===== config.mk =====
export PLATFORM = sky130hd
export DESIGN_NAME = mem_arbiter
export DESIGN_NICKNAME = d
export VERILOG_FILES = /design/src/common/mem_geom_pkg.sv /design/src/common/mem_req_pkg.sv /design/src/verilog/mem_arbiter.sv
export SDC_FILE = /design/constraint.sdc
export NUM_CORES = 1
export LEC_CHECK = 0
export ABC_AREA = 1
export BUFFER_PORTS_ARGS = -buffer_cell sky130_fd_sc_hd__buf_2
export CORE_AREA = 4 4 267 269
export CTS_CLUSTER_SIZE = 25
export DETAILED_ROUTE_END_ITERATION = 12
export DIE_AREA = 0 0 271 273
export PLACE_DENSITY = 0.47
export SLEW_MARGIN = 15
export SYNTH_ARGS = -nofsm -noshare
export SYNTH_HDL_FRONTEND = slang
export SYNTH_SLANG_ARGS = --single-unit

===== constraint.sdc =====
create_clock -name clk_i -period 15.2 [get_ports clk_i]
set_clock_uncertainty 0.05 [all_clocks]
set_input_delay 1.52 -clock clk_i [delete_from_list [all_inputs] [get_ports clk_i]]
set_output_delay 1.52 -clock clk_i [all_outputs]
set_load 0.005 [all_outputs]

===== src/common/mem_geom_pkg.sv =====
package mem_geom_pkg;

  // Default array size in bytes
  parameter int MEM_SIZE = 4096;

  // Byte address bits
  parameter int ADDR_WIDTH = $clog2(MEM_SIZE);

  // One memory line, 16 bytes at the default
  parameter int LINE_WIDTH = 128;

  // Access size of a request, in bytes from the request address
  typedef enum logic [1:0] {
    SIZE_BYTE = 2'd0,  // 1 byte
    SIZE_HALF = 2'd1,  // 2 bytes
    SIZE_WORD = 2'd2,  // 4 bytes
    SIZE_LINE = 2'd3   // Whole line
  } access_size_t;

endpackage


===== src/common/mem_req_pkg.sv =====
package mem_req_pkg;

  // Issue to data_valid, equal to the pipeline depth
  parameter int MEM_LATENCY = 10;

  // Stage where the array is read or written
  parameter int WR_COMMIT_STAGE = 5;

  // Requester of a memory access
  typedef enum logic {
    CLIENT_INSTR = 1'b0,
    CLIENT_DATA  = 1'b1
  } client_t;

endpackage


===== src/verilog/mem_arbiter.sv =====
module mem_arbiter #(
  parameter int MEM_SIZE   = mem_geom_pkg::MEM_SIZE,
  parameter int LINE_WIDTH = mem_geom_pkg::LINE_WIDTH
)(
  input  logic                                clk_i,
  input  logic                                rst_i,
  // Instruction fetch port
  input  logic                                ireq_i,
  input  logic [mem_geom_pkg::ADDR_WIDTH-1:0] iaddr_i,
  output logic                                iack_o,
  output logic [LINE_WIDTH-1:0]               idata_o,
  // Data port
  input  logic                                dreq_i,
  input  logic                                dwe_i,
  input  logic [mem_geom_pkg::ADDR_WIDTH-1:0] daddr_i,
  input  mem_geom_pkg::access_size_t          dsize_i,
  input  logic [LINE_WIDTH-1:0]               dwdata_i,
  output logic                                dack_o,
  output logic [LINE_WIDTH-1:0]               drdata_o,
  // Memory request side
  output logic                                rd_req_valid_o,
  output logic                                wr_req_valid_o,
  output logic                                req_is_instr_o,
  output logic [mem_geom_pkg::ADDR_WIDTH-1:0] address_o,
  output logic [LINE_WIDTH-1:0]               wr_data_o,
  output mem_geom_pkg::access_size_t          access_size_o,
  // Memory response side
  input  logic                                data_valid_i,
  input  logic                                data_is_instr_i,
  input  logic [LINE_WIDTH-1:0]               data_i
);

  import mem_geom_pkg::*;
  import mem_req_pkg::*;

  typedef enum logic [1:0] {
    PORT_IDLE,
    PORT_WAIT,  // Issued, response not yet seen
    PORT_ACK    // Ack held until req falls
  } port_state_t;

  // Keeps the address inside a power-of-two array
  localparam logic [ADDR_WIDTH-1:0] ADDR_MASK = ADDR_WIDTH'(MEM_SIZE - 1);

  port_state_t istate_q, istate_d;
  port_state_t dstate_q, dstate_d;
  logic        i_issue;
  logic        d_issue;
  client_t     grant;
  client_t     resp_client;
  logic        i_resp;
  logic        d_resp;

  assign d_issue = (dstate_q == PORT_IDLE) && dreq_i;
  assign i_issue = (istate_q == PORT_IDLE) && ireq_i && !d_issue;  // Data port wins
  assign grant   = d_issue ? CLIENT_DATA : CLIENT_INSTR;

  assign resp_client = data_is_instr_i ? CLIENT_INSTR : CLIENT_DATA;
  assign i_resp      = data_valid_i && (resp_client == CLIENT_INSTR);
  assign d_resp      = data_valid_i && (resp_client == CLIENT_DATA);

  always_comb begin
    istate_d = istate_q;
    case (istate_q)
      PORT_IDLE: if (i_issue) istate_d = PORT_WAIT;
      PORT_WAIT: if (i_resp) istate_d = PORT_ACK;
      PORT_ACK:  if (!ireq_i) istate_d = PORT_IDLE;
      default:   istate_d = PORT_IDLE;
    endcase
  end

  always_comb begin
    dstate_d = dstate_q;
    case (dstate_q)
      PORT_IDLE: if (d_issue) dstate_d = PORT_WAIT;
      PORT_WAIT: if (dwe_i || d_resp) dstate_d = PORT_ACK;  // Write acks the cycle after issue
      PORT_ACK:  if (!dreq_i) dstate_d = PORT_IDLE;
      default:   dstate_d = PORT_IDLE;
    endcase
  end

  always_ff @(posedge clk_i) begin
    if (!rst_i) begin
      istate_q       <= PORT_IDLE;
      dstate_q       <= PORT_IDLE;
      rd_req_valid_o <= 1'b0;
      wr_req_valid_o <= 1'b0;
    end else begin
      istate_q       <= istate_d;
      dstate_q       <= dstate_d;
      rd_req_valid_o <= i_issue | (d_issue & !dwe_i);
      wr_req_valid_o <= d_issue & dwe_i;
    end
  end

  // Request fields, loaded only on an issue
  always_ff @(posedge clk_i) begin
    if (i_issue || d_issue) begin
      req_is_instr_o <= (grant == CLIENT_INSTR);
      address_o      <= (d_issue ? daddr_i : iaddr_i) & ADDR_MASK;
      wr_data_o      <= dwdata_i;
      access_size_o  <= d_issue ? dsize_i : SIZE_LINE;  // Fetches read whole lines
    end
  end

  // Response lines held for the ack phase
  always_ff @(posedge clk_i) begin
    if (i_resp && istate_q == PORT_WAIT) begin
      idata_o <= data_i;
    end
    if (d_resp && dstate_q == PORT_WAIT) begin
      drdata_o <= data_i;
    end
  end

  assign iack_o = (istate_q == PORT_ACK);
  assign dack_o = (dstate_q == PORT_ACK);

endmodule


==> results of run 1 <==
metrics by stage:
stage               instance area, um^2  total power (uW)  hold slack (ns)
floorplan                         12500              1370            0.438
global placement                  17100              1490            0.447
detailed placement                17100              1490            0.475
CTS                               18600              2600            0.490
global route                      18600              2660            0.512
finish                            18600              2550            0.502
cell type report:
class                      instances  area, um^2  area share
sequential                       405       12100       0.650
clock inverter                    25         250      0.0134
inverter                          10        42.5     0.00228
tap                              931        1160      0.0626
multi-input combinational         64         294      0.0158
antenna                            5        12.5    0.000672
clock buffer                      58        1260      0.0675
timing repair buffer             696        3500       0.188
power by group:
group,total [uW],internal (uW),switching [uW],leakage (uW)
Sequential,1310,1290,14.0,0.00379
Combinational,151,61.3,89.4,0.00295
Clock,1090,667,427,0.000735
worst reg2reg max path: cells and delay by family, from the launching register on:
kind	cells	cell delay, ns
AO/OA/AOI/OAI	1	0.13
flip-flops	1	0.32
buffers and inverters	3	1.70
AND/OR/NAND/NOR	1	0.25
registers in the layout, indices dropped and copies added (netlist names):
| name | cells |
|---|---|
| access_size_o | 2 |
| address_o | 12 |
| drdata_o | 128 |
| dstate_q | 2 |
| idata_o | 128 |
| istate_q | 2 |
| rd_req_valid_o | 1 |
| req_is_instr_o | 1 |
| wr_data_o | 128 |
| wr_req_valid_o | 1 |
cells by family after synthesis:
kind of cell	share of synthesized area
buf+inv	0.00542
simple gates	0.0203
compound gates	0.00291
flops	0.971
cell usage in the layout (no fill, tap or decap), types with 2 or more instances in the layout:
cell        count
clkinvlp_4      2
nand2_1        44
inv_2           2
clkinv_2        6
or2_1           2
buf_2         691
clkbuf_16      47
inv_1           7
nand3_1         2
clkbuf_8        4
inv_6           3
edfxtp_1      399
diode_2         5
clkbuf_1        7
bufinv_16       5
buf_4           5
a21oi_1         4
clkinv_1       10
nor2_1          5
dfxtp_1         6
routing by layer:
metal / vias to the layer above / share of wire / wire (um) / track usage
li1: 3393 / - / - / -
met1: 3639 / 0.31 / 13200 / 0.0985
met2: 504 / 0.54 / 22900 / 0.209
met3: 96 / 0.12 / 5150 / 0.0559
met4: 28 / 0.024 / 1020 / 0.0312
met5: - / 0.0049 / 207 / 0
path summary, 6_finish.rpt:
path,endpoint,from
max reg2reg,wr_data_o[59]$_DFFE_PP_,dstate_q[0]$_SDFFE_PN0P_
max,wr_data_o[59]$_DFFE_PP_,dreq_i
min,istate_q[0]$_SDFFE_PN0P_,istate_q[0]$_SDFFE_PN0P_
min reg2reg,istate_q[0]$_SDFFE_PN0P_,istate_q[0]$_SDFFE_PN0P_
==> flow_summary.json, run 1 <==
{
  "cts_buffer_depth": 3,
  "path_cells": "buf_2 -> nand3_4 -> o21ai_4 -> buf_4 -> buf_4",
  "vias_per_cell": 3.49,
  "max_stage_delay_ns": 0.84,
  "gp_congestion": 0.841,
  "ys_ff_latch": 405,
  "syn_nets": 771,
  "die-area_um2": 74000,
  "synth_area_leaders": "edfxtp_1, nand2_1, dfxtp_1",
  "dieHeight_um": 273,
  "cts.sinks": 405,
  "cp_common_cell": "buf_4",
  "vias": 7660,
  "grt_pass1_vias": 8172,
  "hp-class": "reg2reg",
  "root_buffer": "clkbuf_16",
  "cts-resized-gates": 0,
  "p_per_area_nw_per_um2": 137,
  "whs_path_depth": 2,
  "final_max_slew_viol_count": 0,
  "synth_area_um2": 12500,
  "final.min_clock_period_ns": 3.58,
  "crit_type": "in2reg",
  "arrival_ns": 3.70,
  "seq_area_frac_synth": 0.971,
  "cts_tree": "done",
  "crit_family": "buffers and inverters",
  "ir_drop_mv": 0.0882,
  "synthArstFlopShare": 0,
  "post-place-cells": 2106,
  "max_freq_mhz": 279,
  "cp.required_ns": 15.32,
  "synth_top_area_frac": 0.962,
  "cp.depth": 5,
  "tns_ns": 0,
  "synthTopCellsByCount": "edfxtp_1, nand2_1, inv_1, dfxtp_1, nor2_1",
  "rr_worst_depth": 5,
  "ant_nets": 0,
  "synth_most_common_cell": "edfxtp_1",
  "fillCellCount": 7019,
  "numPortBuffers": 691,
  "worstMarginPinSlew_ns": 1.04,
  "syn2layout_area_growth_pct": 49.5,
  "final-hold-violation-count": 0,
  "yosysUniqueCellTypes": 17,
  "drv_cap": 0,
  "ios": 692,
  "route.detailed.drc": 0,
  "drt_iter0_drc": 397,
  "maxSlewHeadroom": 0.305,
  "p_leak_uw": 0.00748,
  "grt_pass1_wl_mm": 58.6,
  "stdcell_count": 2194,
  "final_layout_size_suffix_gt1_frac": 0.612,
  "nNetsFinal": 1511,
  "antenna_found_initial": 25,
  "rows": 96,
  "grt.overflow.total": 0,
  "yosysWarnings": 0,
  "start_util": 0.182,
  "grt_usage": 0.108,
  "end_kind": "flip-flop",
  "synth_edf_count": 399,
  "cts_made_buffers": 45,
  "cp_max_fo": 73,
  "synthCells": 482,
  "rsz0062_at_grt": "false",
  "coreArea_um2": 68600,
  "fin_crit_sh": 0.236,
  "synth_largest_area_cell": "edfxtp_1",
  "cts-hold-fix-buffers": 0,
  "clock_latency_ns": 0.55,
  "wl_mm": 42.5,
  "wire_per_inst_um": 19.4,
  "fin_util": 0.271,
  "synth_ff_type": "edfxtp_1",
  "die_w_um": 271,
  "dr.pass1.iters": 4,
  "path_clk_slew_ns": 0.06,
  "setup_ws_ns": 11.62,
  "dp_hpwl_mm": 33.6,
  "pre_cts_ws_ns": 11.04,
  "status": "finished, final reports clean",
  "ff2ff_setup_slack_ns": 12.29,
  "synth_area_per_cell_um2": 25.8,
  "startpoint_type": "input port",
  "crit_slowest_cell": "buf_4",
  "grt_max_degree": 74,
  "crit_buf_inv": 3,
  "setup_viol": 0,
  "cts_htree_levels": 2,
  "post_cts_buffers": 0
}
Power figures use the tool's default switching activity.
==> run 2, diff against run 1 <==
--- a/config.mk
+++ b/config.mk
@@ -5,7 +5,7 @@
 export SDC_FILE = /design/constraint.sdc
 export NUM_CORES = 1
 export LEC_CHECK = 0
-export ABC_AREA = 1
+export ABC_AREA = 0
 export BUFFER_PORTS_ARGS = -buffer_cell sky130_fd_sc_hd__buf_2
 export CORE_AREA = 4 4 267 269
 export CTS_CLUSTER_SIZE = 25
==> constraint.sdc (replaced) <==
create_clock -name clk_i -period 3.3 [get_ports clk_i]
set_clock_uncertainty 0.05 [all_clocks]
set_input_delay 0.33 -clock clk_i [delete_from_list [all_inputs] [get_ports clk_i]]
set_output_delay 0.33 -clock clk_i [all_outputs]
set_load 0.005 [all_outputs]
==> run 2 against run 1 <==
  * Final area increased by 16%
  * Sequential power increased to 4.6 times the previous value
  * Routed wire length increased by 6.6%
  * Core utilization increased by 4.3 points
  * Count of clock-buffer cells in the layout decreased by 6
  * Synthesized area about the same
  * Worst setup slack got worse by 10 ns
  * Total power increased to 4.7 times the previous value
  * Via count increased by 14%
  * Global-route usage increased by 0.70 points
  * Synthesized cell count decreased by 1.7%
  * Critical path type unchanged
  * Largest cell class unchanged
==> flow_summary.json, run 2 <==
{
  "wire_per_inst_um": 18.3,
  "dr.pass1.iters": 4,
  "synthCells": 474,
  "synth_edf_count": 399,
  "yosysUniqueCellTypes": 22,
  "ios": 692,
  "die-area_um2": 74000,
  "start_util": 0.181,
  "synthArstFlopShare": 0,
  "synth_compound_area_frac": 0.00302,
  "grt_max_degree": 78,
  "synth-xor-area-share": 0,
  "antenna_found_initial": 15,
  "fin_util": 0.315,
  "synth_top_family_by_area": "simple AND/OR/NAND/NOR gates",
  "grt_pass1_vias": 9646,
  "crit_slowest_cell": "dlygate4sd3_1",
  "numPortBuffers": 691,
  "tns_ns": 0,
  "cts_buffer_depth": 3,
  "vias": 8749,
  "dieHeight_um": 273,
  "synthTopCellsByCount": "edfxtp_1, nand2_1, dfxtp_1, nor2b_1, nand2b_1",
  "layout_commonest_cell": "buf_2",
  "yosysWarnings": 0,
  "root_buffer": "clkbuf_16",
  "cts-resized-gates": 0,
  "power_frac_comb": 0.088,
  "coreArea_um2": 68600,
  "swShare": 0.214,
  "die_w_um": 271,
  "maxSlewHeadroom": 0.533,
  "syn2layout_area_growth_pct": 73.4,
  "pwr-share-clk": 0.404,
  "worst_hold_slack_ns": 0.0499,
  "cts_made_buffers": 44,
  "crit_buf_inv": 5,
  "ys_ff_latch": 405,
  "synth_largest_area_cell": "edfxtp_1",
  "gp_congestion": 0.826,
  "cp.required_ns": 3.46,
  "worstMarginPinSlew_ns": 0.698,
  "seq_area_frac_synth": 0.972,
  "max_freq_mhz": 468,
  "yosys.area_share.adder": 0,
  "final_area_um2": 21600,
  "rsz0062_at_grt": "false",
  "setup_viol": 0,
  "drt_iter0_drc": 386,
  "final_max_slew_viol_count": 0,
  "final-hold-violation-count": 0,
  "ant_nets": 0,
  "hp-class": "in2reg",
  "clock_latency_ns": 0.55,
  "reg_top3": "drdata_o x128, idata_o x128, wr_data_o x128",
  "pre_cts_ws_ns": 1.14,
  "synth_area_leaders": "edfxtp_1, nand2_1, dfxtp_1",
  "synth_most_common_cell": "edfxtp_1",
  "grt_usage": 0.115,
  "p_leak_uw": 0.00870,
  "final.min_clock_period_ns": 2.14,
  "p_switching_uw": 2550,
  "end_kind": "flip-flop",
  "synthMuxAreaShare": 0,
  "drv_cap": 0,
  "max_stage_delay_ns": 0.51,
  "vias_per_cell": 3.53,
  "path_clk_slew_ns": 0.06,
  "grt_pass1_wl_mm": 64.2,
  "ir_drop_mv": 0.365,
  "synth_ff_type": "edfxtp_1",
  "wl_mm": 45.3,
  "startpoint_type": "input port",
  "synth-simple-area-share": 0.0223,
  "status": "finished, final reports clean",
  "fin_crit_sh": 0.648,
  "arrival_ns": 2.30,
  "cts_tree": "done",
  "cts_htree_levels": 2,
  "crit_type": "in2reg",
  "synth_top_area_frac": 0.963,
  "rows": 96,
  "p_per_area_nw_per_um2": 552,
  "syn_nets": 763,
  "nNetsFinal": 1797,
  "grt.overflow.total": 0,
  "cts.sinks": 405,
  "p_int_uw": 9350,
  "ff2ff_setup_slack_ns": 1.19,
  "dpl_cell_area_um2": 17300,
  "crit_family": "buffers and inverters",
  "dp_hpwl_mm": 34.5,
  "path_cells": "dlygate4sd3_1 -> buf_2 -> nor3b_4 -> buf_4 -> inv_2 -> o21ai_4 -> buf_12",
  "route.detailed.drc": 0,
  "fillCellCount": 6729,
  "final_cell_mix": "buf_2, edfxtp_1, dlygate4sd3_1",
  "setup_ws_ns": 1.16,
  "cp_max_fo": 53,
  "synth_area_um2": 12400,
  "synth_area_per_cell_um2": 26.3,
  "seq_power_share": 0.508,
  "final_layout_size_suffix_gt1_frac": 0.505
}
## run 2: path summary, 6_finish.rpt
| check | startpoint | end | cells past startpoint |
|---|---|---|---|
| worst max-delay path | dreq_i | address_o[5]$_DFFE_PP_ | 7 |
| worst min-delay path | dwe_i | wr_req_valid_o$_SDFF_PN0_ | 2 |
| worst max register to register | dstate_q[1]$_SDFFE_PN0P_ | address_o[5]$_DFFE_PP_ | 5 |
| worst min register to register | istate_q[0]$_SDFFE_PN0P_ | istate_q[0]$_SDFFE_PN0P_ | 2 |
## run 2: routing by layer
| layer | GRT usage | routed length [um] | up-vias |
|---|---|---|---|
| li1 | - | - | 3974 |
| met2 | 0.213 | 23400 | 537 |
| met5 | 0 | 20 | - |
| met1 | 0.121 | 15900 | 4163 |
| met4 | 0.0404 | 1490 | 2 |
| met3 | 0.0421 | 4420 | 73 |
## run 2: cell families (layout without fill, tap and decap cells)
| logic type | after synthesis | count (layout) |
|---|---|---|
| DFF | 405 | 405 |
| and+or+nand+nor | 58 | 58 |
| AOI/OAI and AO/OA | 6 | 6 |
| buffers and inverters | 5 | 1071 |
| other | 0 | 6 |
## run 2: power groups by stage
| stage | registers, uW | clock network, uW | logic, uW |
|---|---|---|---|
| floorplan | 6200 | 0 | 131 |
| CTS | 6050 | 4980 | 1070 |
| detailed placement | 6160 | 0 | 777 |
| finish | 6050 | 4810 | 1040 |
| global placement | 6160 | 0 | 762 |
| global route | 6070 | 5200 | 1130 |
## run 2: metrics by stage
stage / power, uW / std cells
detailed placement: 6930 / 2109
global route: 12400 / 2475
floorplan: 6330 / 474
finish: 11900 / 2477
global placement: 6920 / 2109
CTS: 12100 / 2471
## run 2: cell type report
type | count | area, um^2 | area share
well taps | 931 | 1160 | 0.0540
inverters | 3 | 11.3 | 0.000522
clock buffers | 52 | 1130 | 0.0524
flip-flops and latches | 405 | 12100 | 0.561
clock inverters | 26 | 268 | 0.0124
multi-input cells | 64 | 377 | 0.0175
diodes | 6 | 15.0 | 0.000696
repair buffers | 990 | 6500 | 0.301
## run 2: what timing repair did
item | in CTS | in global routing
hold buffers | 284 | 0
endpoints found under the hold margin | 401 | 0
setup buffers | 0 | 0
